--- src/rtl/rv32i_id_params.svh ---
`ifndef RV32I_ID_PARAMS_SVH
`define RV32I_ID_PARAMS_SVH

// data path and address width
`define XLEN 32

// architectural registers, x0 included
`define NUM_REGS 32

// width of the control-flow statistics counters
`define CNT_W 16

`endif

--- src/rtl/rv32i_pkg.sv ---
`include "rv32i_id_params.svh"

package rv32i_pkg;

    // one data word, pc or immediate
    typedef logic [`XLEN-1:0] word_t;

    typedef logic [4:0] reg_idx_t;

    typedef logic [`CNT_W-1:0] cnt_t;

    // base opcodes, zero marks a bubble
    typedef enum logic [6:0] {
        op_none  = 7'b0000000,
        op_lui   = 7'b0110111,
        op_auipc = 7'b0010111,
        op_jal   = 7'b1101111,
        op_jalr  = 7'b1100111,
        op_br    = 7'b1100011,
        op_load  = 7'b0000011,
        op_store = 7'b0100011,
        op_imm   = 7'b0010011,
        op_reg   = 7'b0110011
    } opcode_t;

    typedef enum logic [2:0] {
        beq  = 3'b000,
        bne  = 3'b001,
        blt  = 3'b100,
        bge  = 3'b101,
        bltu = 3'b110,
        bgeu = 3'b111
    } br_funct3_t;

    // operand source, register file or a later stage
    typedef enum logic [2:0] {
        fwd_rf      = 3'd0,
        fwd_ex_alu  = 3'd1,
        fwd_mem_alu = 3'd2,
        fwd_mem_ld  = 3'd3,
        fwd_wb_alu  = 3'd4,
        fwd_wb_ld   = 3'd5
    } fwd_src_t;

    typedef enum logic [1:0] {
        wb_alu = 2'd0,
        wb_mem = 2'd1,
        wb_pc4 = 2'd2,
        wb_imm = 2'd3
    } wb_sel_t;

endpackage

--- src/rtl/branch_unit.sv ---
`timescale 1ns/1ns

module branch_unit
    import rv32i_pkg::*;
(
    input  logic       clk,
    input  logic       rst,
    input  logic       ctrl_live_i,
    input  opcode_t    opcode_i,
    input  logic [2:0] funct3_i,
    input  word_t      pc_i,
    input  word_t      rs1_val_i,
    input  word_t      rs2_val_i,
    input  word_t      b_imm_i,
    input  word_t      i_imm_i,
    input  word_t      j_imm_i,
    input  logic       pred_taken_i,
    input  logic       stall_i,
    output logic       br_taken_o,
    output word_t      target_o,
    output logic       redirect_o,
    output logic       flush_o,
    output logic       halt_o,
    output cnt_t       br_count_o,
    output cnt_t       jump_count_o,
    output cnt_t       mispred_count_o
);
    logic  is_br;
    logic  is_jump;
    logic  cmp_true;
    word_t jalr_sum;

    assign is_br   = ctrl_live_i && (opcode_i == op_br);
    assign is_jump = ctrl_live_i && ((opcode_i == op_jal) || (opcode_i == op_jalr));

    always_comb begin
        case (br_funct3_t'(funct3_i))
            beq:     cmp_true = (rs1_val_i == rs2_val_i);
            bne:     cmp_true = (rs1_val_i != rs2_val_i);
            blt:     cmp_true = ($signed(rs1_val_i) < $signed(rs2_val_i));
            bge:     cmp_true = ($signed(rs1_val_i) >= $signed(rs2_val_i));
            bltu:    cmp_true = (rs1_val_i < rs2_val_i);
            bgeu:    cmp_true = (rs1_val_i >= rs2_val_i);
            default: cmp_true = 1'b0;
        endcase
    end

    assign jalr_sum = rs1_val_i + i_imm_i;

    // non-control instructions fall through to pc + 4
    always_comb begin
        case (opcode_i)
            op_br:   target_o = pc_i + b_imm_i;
            op_jal:  target_o = pc_i + j_imm_i;
            op_jalr: target_o = {jalr_sum[31:1], 1'b0};
            default: target_o = pc_i + 32'd4;
        endcase
    end

    assign br_taken_o = is_br & cmp_true;
    assign redirect_o = br_taken_o | is_jump;

    // target only known here, so every redirect flushes the fetched slot
    assign flush_o = redirect_o & ~stall_i;

    // a jump onto itself ends the program
    assign halt_o = redirect_o & (target_o == pc_i) & (pc_i != '0) & ~rst;

    always_ff @(posedge clk or posedge rst) begin
        if (rst) begin
            br_count_o      <= '0;
            jump_count_o    <= '0;
            mispred_count_o <= '0;
        end else begin
            if (is_br) begin
                br_count_o <= br_count_o + 1'b1;
            end
            if (is_jump) begin
                jump_count_o <= jump_count_o + 1'b1;
            end
            if (is_br && (cmp_true != pred_taken_i)) begin
                mispred_count_o <= mispred_count_o + 1'b1;
            end
        end
    end

endmodule

--- src/rtl/instr_decoder.sv ---
`timescale 1ns/1ns

module instr_decoder
    import rv32i_pkg::*;
(
    input  logic       instr_valid_i,
    input  word_t      instr_i,
    input  logic       bubble_i,
    input  logic       stall_i,
    output opcode_t    opcode_o,
    output logic [2:0] funct3_o,
    output reg_idx_t   rs1_o,
    output reg_idx_t   rs2_o,
    output reg_idx_t   rd_o,
    output word_t      imm_o,
    output word_t      b_imm_o,
    output word_t      i_imm_o,
    output word_t      j_imm_o,
    output logic       ctrl_live_o,
    output logic       load_regfile_o,
    output logic       mem_read_o,
    output logic       mem_write_o,
    output logic [3:0] mem_byte_en_o,
    output logic       alu_imm_sel_o,
    output wb_sel_t    wb_sel_o
);
    word_t      s_imm;
    word_t      u_imm;
    logic       legal;
    logic       dec_load_rf;
    logic       dec_mem_rd;
    logic       dec_mem_wr;
    logic       dec_alu_imm;
    logic [3:0] dec_byte_en;
    wb_sel_t    dec_wb_sel;

    assign funct3_o = instr_i[14:12];
    assign rs1_o    = instr_i[19:15];
    assign rs2_o    = instr_i[24:20];
    assign rd_o     = instr_i[11:7];

    // sign-extended immediates, one per format
    assign i_imm_o = {{21{instr_i[31]}}, instr_i[30:20]};
    assign s_imm   = {{21{instr_i[31]}}, instr_i[30:25], instr_i[11:7]};
    assign b_imm_o = {{20{instr_i[31]}}, instr_i[7], instr_i[30:25], instr_i[11:8], 1'b0};
    assign u_imm   = {instr_i[31:12], 12'h000};
    assign j_imm_o = {{12{instr_i[31]}}, instr_i[19:12], instr_i[20], instr_i[30:21], 1'b0};

    always_comb begin
        legal       = 1'b1;
        dec_load_rf = 1'b0;
        dec_mem_rd  = 1'b0;
        dec_mem_wr  = 1'b0;
        dec_alu_imm = 1'b0;
        dec_wb_sel  = wb_alu;
        imm_o       = '0;
        case (instr_i[6:0])
            op_lui: begin
                dec_load_rf = 1'b1;
                dec_alu_imm = 1'b1;
                dec_wb_sel  = wb_imm;
                imm_o       = u_imm;
            end
            op_auipc: begin
                dec_load_rf = 1'b1;
                dec_alu_imm = 1'b1;
                imm_o       = u_imm;
            end
            op_jal: begin
                dec_load_rf = 1'b1;
                dec_wb_sel  = wb_pc4;
                imm_o       = j_imm_o;
            end
            op_jalr: begin
                dec_load_rf = 1'b1;
                dec_alu_imm = 1'b1;
                dec_wb_sel  = wb_pc4;
                imm_o       = i_imm_o;
            end
            op_br:    imm_o = b_imm_o;
            op_load: begin
                dec_load_rf = 1'b1;
                dec_mem_rd  = 1'b1;
                dec_alu_imm = 1'b1;
                dec_wb_sel  = wb_mem;
                imm_o       = i_imm_o;
            end
            op_store: begin
                dec_mem_wr  = 1'b1;
                dec_alu_imm = 1'b1;
                imm_o       = s_imm;
            end
            op_imm: begin
                dec_load_rf = 1'b1;
                dec_alu_imm = 1'b1;
                imm_o       = i_imm_o;
            end
            op_reg:   dec_load_rf = 1'b1;
            default:  legal = 1'b0;
        endcase
    end

    // access size from funct3, only for loads and stores
    always_comb begin
        case (instr_i[13:12])
            2'b00:   dec_byte_en = 4'b0001;
            2'b01:   dec_byte_en = 4'b0011;
            default: dec_byte_en = 4'b1111;
        endcase
        if (!(dec_mem_rd || dec_mem_wr)) begin
            dec_byte_en = 4'b0000;
        end
    end

    // bubble when no strobe, hazard bubble or stall
    assign ctrl_live_o    = instr_valid_i & ~bubble_i & ~stall_i & legal;
    assign opcode_o       = ctrl_live_o ? opcode_t'(instr_i[6:0]) : op_none;
    assign load_regfile_o = ctrl_live_o & dec_load_rf;
    assign mem_read_o     = ctrl_live_o & dec_mem_rd;
    assign mem_write_o    = ctrl_live_o & dec_mem_wr;
    assign mem_byte_en_o  = ctrl_live_o ? dec_byte_en : 4'b0000;
    assign alu_imm_sel_o  = ctrl_live_o & dec_alu_imm;
    assign wb_sel_o       = ctrl_live_o ? dec_wb_sel : wb_alu;

endmodule

--- src/rtl/operand_fetch.sv ---
`timescale 1ns/1ns
`include "rv32i_id_params.svh"

module operand_fetch
    import rv32i_pkg::*;
(
    input  logic     clk,
    input  logic     rst,
    input  reg_idx_t rs1_i,
    input  reg_idx_t rs2_i,
    input  logic     wb_en_i,
    input  reg_idx_t wb_rd_i,
    input  word_t    wb_data_i,
    input  fwd_src_t fwd_a_sel_i,
    input  fwd_src_t fwd_b_sel_i,
    input  word_t    ex_alu_i,
    input  word_t    mem_alu_i,
    input  word_t    mem_ld_i,
    input  word_t    wb_alu_i,
    input  word_t    wb_ld_i,
    output word_t    rs1_val_o,
    output word_t    rs2_val_o
);
    word_t regs [`NUM_REGS];

    // x0 is never written
    always_ff @(posedge clk or posedge rst) begin
        if (rst) begin
            for (int i = 0; i < `NUM_REGS; i++) begin
                regs[i] <= '0;
            end
        end else if (wb_en_i && (wb_rd_i != '0)) begin
            regs[wb_rd_i] <= wb_data_i;
        end
    end

    // read with write-through of the pending writeback
    function automatic word_t rf_read(input reg_idx_t idx);
        word_t val;
        if (idx == '0) begin
            val = '0;
        end else if (wb_en_i && (wb_rd_i == idx)) begin
            val = wb_data_i;
        end else begin
            val = regs[idx];
        end
        return val;
    endfunction

    function automatic word_t fwd_pick(input fwd_src_t sel, input word_t rf_val);
        word_t val;
        case (sel)
            fwd_ex_alu:  val = ex_alu_i;
            fwd_mem_alu: val = mem_alu_i;
            fwd_mem_ld:  val = mem_ld_i;
            fwd_wb_alu:  val = wb_alu_i;
            fwd_wb_ld:   val = wb_ld_i;
            default:     val = rf_val;
        endcase
        return val;
    endfunction

    always_comb begin
        rs1_val_o = fwd_pick(fwd_a_sel_i, rf_read(rs1_i));
        rs2_val_o = fwd_pick(fwd_b_sel_i, rf_read(rs2_i));
    end

endmodule

--- src/rtl/rv32i_id.sv ---
`timescale 1ns/1ns

module rv32i_id
    import rv32i_pkg::*;
(
    input  logic       clk,
    input  logic       rst,
    input  logic       instr_valid_i,
    input  word_t      instr_i,
    input  word_t      pc_i,
    input  logic       bubble_i,
    input  logic       stall_i,
    input  logic       pred_taken_i,
    input  logic       wb_en_i,
    input  reg_idx_t   wb_rd_i,
    input  word_t      wb_data_i,
    input  fwd_src_t   fwd_a_sel_i,
    input  fwd_src_t   fwd_b_sel_i,
    input  word_t      ex_alu_i,
    input  word_t      mem_alu_i,
    input  word_t      mem_ld_i,
    input  word_t      wb_alu_i,
    input  word_t      wb_ld_i,
    output opcode_t    opcode_o,
    output logic [2:0] funct3_o,
    output reg_idx_t   rs1_o,
    output reg_idx_t   rs2_o,
    output reg_idx_t   rd_o,
    output word_t      imm_o,
    output logic       load_regfile_o,
    output logic       mem_read_o,
    output logic       mem_write_o,
    output logic [3:0] mem_byte_en_o,
    output logic       alu_imm_sel_o,
    output wb_sel_t    wb_sel_o,
    output word_t      rs1_val_o,
    output word_t      rs2_val_o,
    output logic       br_taken_o,
    output word_t      target_o,
    output logic       redirect_o,
    output logic       flush_o,
    output logic       halt_o,
    output cnt_t       br_count_o,
    output cnt_t       jump_count_o,
    output cnt_t       mispred_count_o
);
    reg_idx_t   rs1_idx;
    reg_idx_t   rs2_idx;
    opcode_t    opcode;
    logic [2:0] funct3;
    word_t      b_imm;
    word_t      i_imm;
    word_t      j_imm;
    logic       ctrl_live;
    word_t      rs1_val;
    word_t      rs2_val;

    assign opcode_o  = opcode;
    assign funct3_o  = funct3;
    assign rs1_o     = rs1_idx;
    assign rs2_o     = rs2_idx;
    assign rs1_val_o = rs1_val;
    assign rs2_val_o = rs2_val;

    instr_decoder u_decoder (
        .instr_valid_i  (instr_valid_i),
        .instr_i        (instr_i),
        .bubble_i       (bubble_i),
        .stall_i        (stall_i),
        .opcode_o       (opcode),
        .funct3_o       (funct3),
        .rs1_o          (rs1_idx),
        .rs2_o          (rs2_idx),
        .rd_o           (rd_o),
        .imm_o          (imm_o),
        .b_imm_o        (b_imm),
        .i_imm_o        (i_imm),
        .j_imm_o        (j_imm),
        .ctrl_live_o    (ctrl_live),
        .load_regfile_o (load_regfile_o),
        .mem_read_o     (mem_read_o),
        .mem_write_o    (mem_write_o),
        .mem_byte_en_o  (mem_byte_en_o),
        .alu_imm_sel_o  (alu_imm_sel_o),
        .wb_sel_o       (wb_sel_o)
    );

    operand_fetch u_operands (
        .clk         (clk),
        .rst         (rst),
        .rs1_i       (rs1_idx),
        .rs2_i       (rs2_idx),
        .wb_en_i     (wb_en_i),
        .wb_rd_i     (wb_rd_i),
        .wb_data_i   (wb_data_i),
        .fwd_a_sel_i (fwd_a_sel_i),
        .fwd_b_sel_i (fwd_b_sel_i),
        .ex_alu_i    (ex_alu_i),
        .mem_alu_i   (mem_alu_i),
        .mem_ld_i    (mem_ld_i),
        .wb_alu_i    (wb_alu_i),
        .wb_ld_i     (wb_ld_i),
        .rs1_val_o   (rs1_val),
        .rs2_val_o   (rs2_val)
    );

    branch_unit u_branch (
        .clk             (clk),
        .rst             (rst),
        .ctrl_live_i     (ctrl_live),
        .opcode_i        (opcode),
        .funct3_i        (funct3),
        .pc_i            (pc_i),
        .rs1_val_i       (rs1_val),
        .rs2_val_i       (rs2_val),
        .b_imm_i         (b_imm),
        .i_imm_i         (i_imm),
        .j_imm_i         (j_imm),
        .pred_taken_i    (pred_taken_i),
        .stall_i         (stall_i),
        .br_taken_o      (br_taken_o),
        .target_o        (target_o),
        .redirect_o      (redirect_o),
        .flush_o         (flush_o),
        .halt_o          (halt_o),
        .br_count_o      (br_count_o),
        .jump_count_o    (jump_count_o),
        .mispred_count_o (mispred_count_o)
    );

endmodule

--- config.mk ---
export PLATFORM = sky130hd
export DESIGN_NAME = rv32i_id
export DESIGN_NICKNAME = d
export VERILOG_FILES = /design/src/rtl/rv32i_pkg.sv /design/src/rtl/branch_unit.sv /design/src/rtl/instr_decoder.sv /design/src/rtl/operand_fetch.sv /design/src/rtl/rv32i_id.sv
export VERILOG_INCLUDE_DIRS = /design/src /design/src/rtl
export SDC_FILE = /design/constraint.sdc
export NUM_CORES = 2
export LEC_CHECK = 0
export BUFFER_PORTS_ARGS = -buffer_cell sky130_fd_sc_hd__buf_2
export CAP_MARGIN = 10
export CORE_MARGIN = 1.5
export CORE_UTILIZATION = 60
export CTS_CLUSTER_SIZE = 16
export DETAILED_ROUTE_END_ITERATION = 16
export PLACE_DENSITY = 0.81
export SLEW_MARGIN = 20
export SYNTH_ARGS = -nofsm -noshare
export SYNTH_HDL_FRONTEND = slang
export SYNTH_HIERARCHICAL = 1
export SYNTH_SLANG_ARGS = --single-unit
export TNS_END_PERCENT = 1
--- constraint.sdc ---
create_clock -name clk -period 41.8 [get_ports clk]
set_input_delay 8.36 -clock clk [delete_from_list [all_inputs] [get_ports clk]]
set_output_delay 8.36 -clock clk [all_outputs]
set_load 0.1 [all_outputs]
---- Yosys cells after proc, flatten, opt, wreduce, memory -nomap -nowiden ----
Index checks and enable logic that the tools add are counted.
storage, ports and cells
  flip-flop bits (word level) ............. 1,072
  bits of input ports ..................... 274
operators by class
  add/sub/neg operators ................... 7
  $lt $le $gt $ge ......................... 8
  equal/unequal tests ..................... 34
  multiplexer cells ....................... 29
  bitwise logic cells ..................... 19
  reduce and logical (&&, ||, !) cells .... 21
operator list
  kind                                            count
  bitwise mux 1024 bit                            1
  case mux 32 bit (5 select lines)                3
  binary-select mux 32 bit (select 5 bit)         2
  two-way mux 32 bit                              9
  demux 32 bit (select 5 bit)                     1
  adder 32 bit                                    3
  case mux 32 bit (3 select lines)                1
  == test 32 bit                                  2
  >= comparator 32 bit                            2
  less-than comparator 32 bit                     2
  adder 16 x 1 -> 16 bit (second input constant)  3
  == test 7 bit (second input constant)           6
  adder 32 x 3 -> 32 bit (second input constant)  1
  inequality test 32 bit                          1
  nonzero test 32 bit                             1
  == test 3 bit (second input constant)           8
  == test 7 x 6 -> 1 bit (second input constant)  3
  >= comparator 6 bit (second input constant)     3
  NOT 5 -> 6 bit                                  3
  == test 7 x 5 -> 1 bit (second input constant)  2
  AND 1 bit                                       12
  == test 3 x 2 -> 1 bit (second input constant)  4
  == test 5 bit                                   2
  zero test 5 bit                                 2
  other kinds (24)                                41

---- Logic depth before layout (Yosys ltp) ----
  depth in word-level cells ............... 14
  gate-level depth with buffers ........... 26
  mapped depth without buffers ............ 22

---- By module ----
Netlist, hierarchy kept.
by module, submodules not included
  module         times used  cells each  area an instance (um2)  seq. area each (um2)
  operand_fetch  1           3,875       56,442.9                25,624.6
  branch_unit    1           1,187       8,973.6                 1,201.2
  instr_decoder  1           222         1,586.5                 0.0

---- Worst setup path after synthesis ----
Ideal clock, no wire load.
  path kind ............................... in2out
  from .................................... input bubble_i
  to ...................................... output halt_o
  arrival time ............................ 22.059 ns
  slack ................................... 11.381 ns
  cell stages on the path ................. 20
  buffers on the path ..................... 1
  cells stage by stage .................... or3b_4 -> or2_4 -> a2111oi_0 -> nand4b_1 -> nor2_1 -> nand3_1 -> clkbuf_1 -> mux2_2 -> ha_1 -> and2_1 -> a221o_1 -> nor2_1 -> o21ai_0 -> nor2_1 -> a22oi_1 -> o21ai_0 -> xor2_1 -> a21oi_1 -> nand4_1 -> a2111oi_2
between the ends
  elaborated cells between the ends (all ways) .. 18
  those cells by class .................... 4 x eq/ne; 2 x mux; 9 x bitwise; 3 x reduce/logical
RTL lines
  what                                  RTL line              RTL
  start, declared                       rv32i_id.sv:11        input logic bubble_i,
  NOT 1 bit (*)                         instr_decoder.sv:116  assign ctrl_live_o = instr_valid_i & ~bubble_i & ~stall_i & legal;
  AND 1 bit (*) (3 in a row)            instr_decoder.sv:116
  two-way mux 7 bit (*)                 instr_decoder.sv:117  assign opcode_o = ctrl_live_o ? opcode_t'(instr_i[6:0]) : op_none;
  named net opcode_o[1]                 rv32i_id.sv:24        output opcode_t opcode_o,
  == test 7 bit                         branch_unit.sv:52     case (opcode_i)
  case mux 32 bit (3 select lines) (*)  branch_unit.sv:52
  named net target_o[16]                rv32i_id.sv:39        output word_t target_o,
  == test 32 bit (*)                    branch_unit.sv:67     assign halt_o = redirect_o & (target_o == pc_i) & (pc_i != '0) & ~rst;
  AND 1 bit (*) (3 in a row)            branch_unit.sv:67
  end, declared                         rv32i_id.sv:42        output logic halt_o,
Mark *: on every way through the listed nets, which the timed path passes. The rest lies on a longest branch.

---- Worst setup path in the final report ----
  from .................................... input instr_i[15]
  to ...................................... output halt_o
between the ends
  longest elaborated chain between the ends .. 14
  elaborated cells between the ends (all ways) .. 26
  those cells by class .................... 2 x add/sub; 4 x order compare; 4 x eq/ne; 8 x mux; 6 x bitwise; 2 x reduce/logical
ends and longest elaborated chain
  what                                                   RTL line           RTL
  start, declared                                        rv32i_id.sv:9      input word_t instr_i,
  branches (longest 11 deep; another with adder 32 bit)  n/a
  AND 1 bit (*) (3 in a row)                             branch_unit.sv:67
Every way passes the cells marked *. The select of a mux whose other input is x is not followed.

==> summary.txt <==
Synth
  – Synth Flop Type: dfrtp_1
  – Syn. warnings: 6
  – Fraction of registers with async set/reset: 100%
  – Number of synthesized flops with an enable pin: 0
  – Mapped Cells: 5284
  – Yosys reg bits: 1072
  – Sequential share of the synthesized area: 40.0%
  – Avg Synthesized Cell Area: 12.7 sq um
  – Synth unique cells: 95
  – Syn Std Cell Area: 67000 sq um

Worst setup path
  – CP peak stage delay: 0.82 ns
  – Arr. time, crit path: 16.38 ns
  – CP cell instances: buf_8 -> buf_4 -> buf_4 -> mux4_2 -> a22oi_1 -> nand2_1 -> nand2_1 -> nand3_1 -> ha_1 -> o21ai_1 -> or4_1 -> o21ba_2 -> a311oi_1 -> a31oi_1 -> xor2_1 -> o211ai_1 -> a21oi_1 -> o2111ai_1 -> nor4_1 -> nand4_1 -> a2111oi_2 -> buf_2
  – Crit-path slowest cell: buf_4
  – Worst reg2reg startpoint: u_operands/regs[127]$_DFFE_PP0P_
  – CP Buf/Inv Count: 4
  – Critical path launch point: instr_i[15]
  – Startpoint types: input port
  – Critical path peak fanout: 52
  – CP required: 33.44 ns
  – Critical Path Sink Type: output pin
  – CP top delay family: buffers and inverters
  – WS Path Type: in2out

Routing
  – Routed Wire Length: 247 mm
  – Antenna viol nets, final: 0
  – First drt pass iteration count: 7
  – WL/cell: 35.5 um
  – DRC Markers: 0
  – Vias/cell: 7.56
  – 1st-iter DRT viols: 7669
  – Routed via count: 52700

Worst hold path
  – Worst min-delay path category: reg2reg
  – Launch point of the worst hold path: u_operands/regs[993]$_DFFE_PP0P_

Place
  – Port bufs: 488
  – Gpl congestion: 1.02
  – HPWL after DPL: 158 mm
  – Total placed cells including tap cells: 6727

Floorplanning
  – Rows: 122
  – Die W: 337 um
  – Boundary Pins: 489
  – Area of the core: 111000 sq um
  – Initial core utilization: 60.5%
  – Die area: 114000 sq um
  – Die Y: 337 um

Clock network
  – Number of hold buffers added after CTS: 0
  – CTS buffer count: 109
  – Clock root cell: clkbuf_16
  – CTS sink count: 1072
  – Clock-pin transition on the worst setup and hold timing paths: 0.06 ns
  – Clk buf depth: 3
  – Post-cts repair resize count: 0
  – Clk_lat worst skew: 0.73 ns
  – CTS tree: done
  – H-tree levels: 3
  – Setup Buffers After CTS: 0

Timing
  – Fin crit period: 24.74 ns
  – RSZ-0062 raised after global routing: no
  – Hold Slack: 0.394 ns
  – Worst-Margin Slew: 1.28 ns
  – Post-Route Setup TNS: 0 ns
  – Period utilisation layout: 59.2%
  – F_max: 40.4 MHz
  – Max_slew headroom: 14.4%
  – Slew Limit Fails: 0
  – Clock skew: 0.0304 ns
  – Final setup fails: 0
  – Final hold vios: 0

Power and ir drop
  – PwrDens: 44.5 nW/um^2
  – Maximum vdd ir drop: 43.2 uV
  – Static Leak: 32.1 nW

Global route
  – Number of global-route vias before repair: 51700
  – Total track usage: 42.9%
  – First-pass GRT wire length: 353 mm
  – Initial antenna violation count: 38
  – Total grt overflow: 0
  – Pin count of the biggest net entering global routing: 196

Layout
  – Non-Filler Instances: 6961
  – Fin nets: 5733
  – Share of cells above drive strength 1: 45.0%
  – Final Core Density: 66.1%
  – Area growth syn-to-layout: 9.14%

Outcome
  – Status: finished clean

Run
  – Number of max-cap violations: 0
registers in the layout, summed over array words and instances, names as in the netlist:
| signal | count |
|---|---|
| u_operands/regs | 1024 |
| u_branch/jump_count_o | 16 |
| u_branch/br_count_o | 16 |
| u_branch/mispred_count_o | 16 |
per-stage QoR:
step	area (sq um)	power [mW]	setup slack, ns
floorplan	67000	2.01	4.62
global placement	69300	2.19	17.25
detailed placement	69300	2.23	17.19
CTS	73000	3.22	17.17
global route	73100	3.35	16.71
finish	73100	3.25	17.06
synthesized netlist by cell type (70+ instances only):
cell type / n / share of area, %
o21ai_0: 95 / 0.71
a22oi_1: 236 / 2.6
mux2i_1: 70 / 1.0
a21oi_1: 102 / 0.76
nand3_1: 85 / 0.63
ha_1: 104 / 1.9
clkbuf_1: 319 / 1.8
buf_2: 108 / 0.81
dfrtp_1: 1072 / 40
inv_1: 70 / 0.39
nor2_1: 116 / 0.65
buf_4: 125 / 1.4
xnor2_1: 106 / 1.4
nand2_1: 329 / 1.8
mux4_2: 528 / 18
mux2_2: 1050 / 18
cell type report:
cell class | count | area [sq um]
fillers | 7781 | 37500
multi-input cells | 3507 | 37100
flip-flops and latches | 1072 | 26800
repair buffers | 593 | 3410
clock buffers | 161 | 3290
well taps | 1488 | 1860
clock inverters | 42 | 330
inverters | 70 | 272
diodes | 28 | 70.1
report_power, final:
group          internal, mW  switching (mW)  leakage [nW]
logic                 0.416           0.465          16.5
clock network         0.562           0.432          1.81
registers              1.23           0.152          13.8
final timing paths:
| check | to | slack, ns | cells after the start |
|---|---|---|---|
| max | halt_o | 17.06 | 22 |
| min | u_operands/regs[993]$_DFFE_PP0P_ | 0.39 | 0 |
| max reg2reg | u_branch/mispred_count_o[15]$_DFFE_PP0P_ | 35.70 | 17 |
| min reg2reg | u_operands/regs[993]$_DFFE_PP0P_ | 0.39 | 0 |
| max in group asynchronous | u_operands/regs[602]$_DFFE_PP0P_ | 30.98 | 5 |
| min in group asynchronous | u_branch/jump_count_o[2]$_DFFE_PP0P_ | 7.88 | 2 |
logic make-up (layout without fill, tap and decap cells):
family	after synthesis	in the layout	share of synthesized area [%]
flops	1072	1072	40.0
simple gates	774	774	5.56
buf+inv	706	866	5.08
other cells	1	30	0.00560
fa+ha+maj	107	107	2.02
mux	1648	1648	36.4
compound gates	821	821	8.82
xor+xnor	155	155	2.04
placed cells by master (no fill, tap or decap), types with 25 or more instances in the layout:
cell	n
dfrtp_1	1072
mux2_2	1050
mux4_2	528
buf_2	484
nand2_1	314
a22oi_1	235
clkbuf_16	112
xnor2_1	106
ha_1	104
a21oi_1	102
nor2_1	96
o21ai_0	95
buf_4	92
nand3_1	85
mux2i_1	70
inv_1	68
a22o_1	52
nand4_1	49
a221oi_1	49
xor2_1	48
a31oi_1	45
a21o_1	44
o221ai_1	41
clkinv_2	32
and3_1	32
o22ai_1	31
clkbuf_8	30
diode_2	28
nor2b_1	25
layer usage:
| metal | share of wire, % | vias up | GRT usage (%) | wire (um) |
|---|---|---|---|---|
| li1 | - | 20400 | - | - |
| met1 | 33 | 26500 | 52.1 | 81700 |
| met2 | 43 | 4538 | 61.0 | 105000 |
| met3 | 15 | 1198 | 17.6 | 37600 |
| met4 | 9.0 | 22 | 33.4 | 22200 |
| met5 | 0.064 | - | 0 | 159 |
Power figures use the tool's default switching activity.
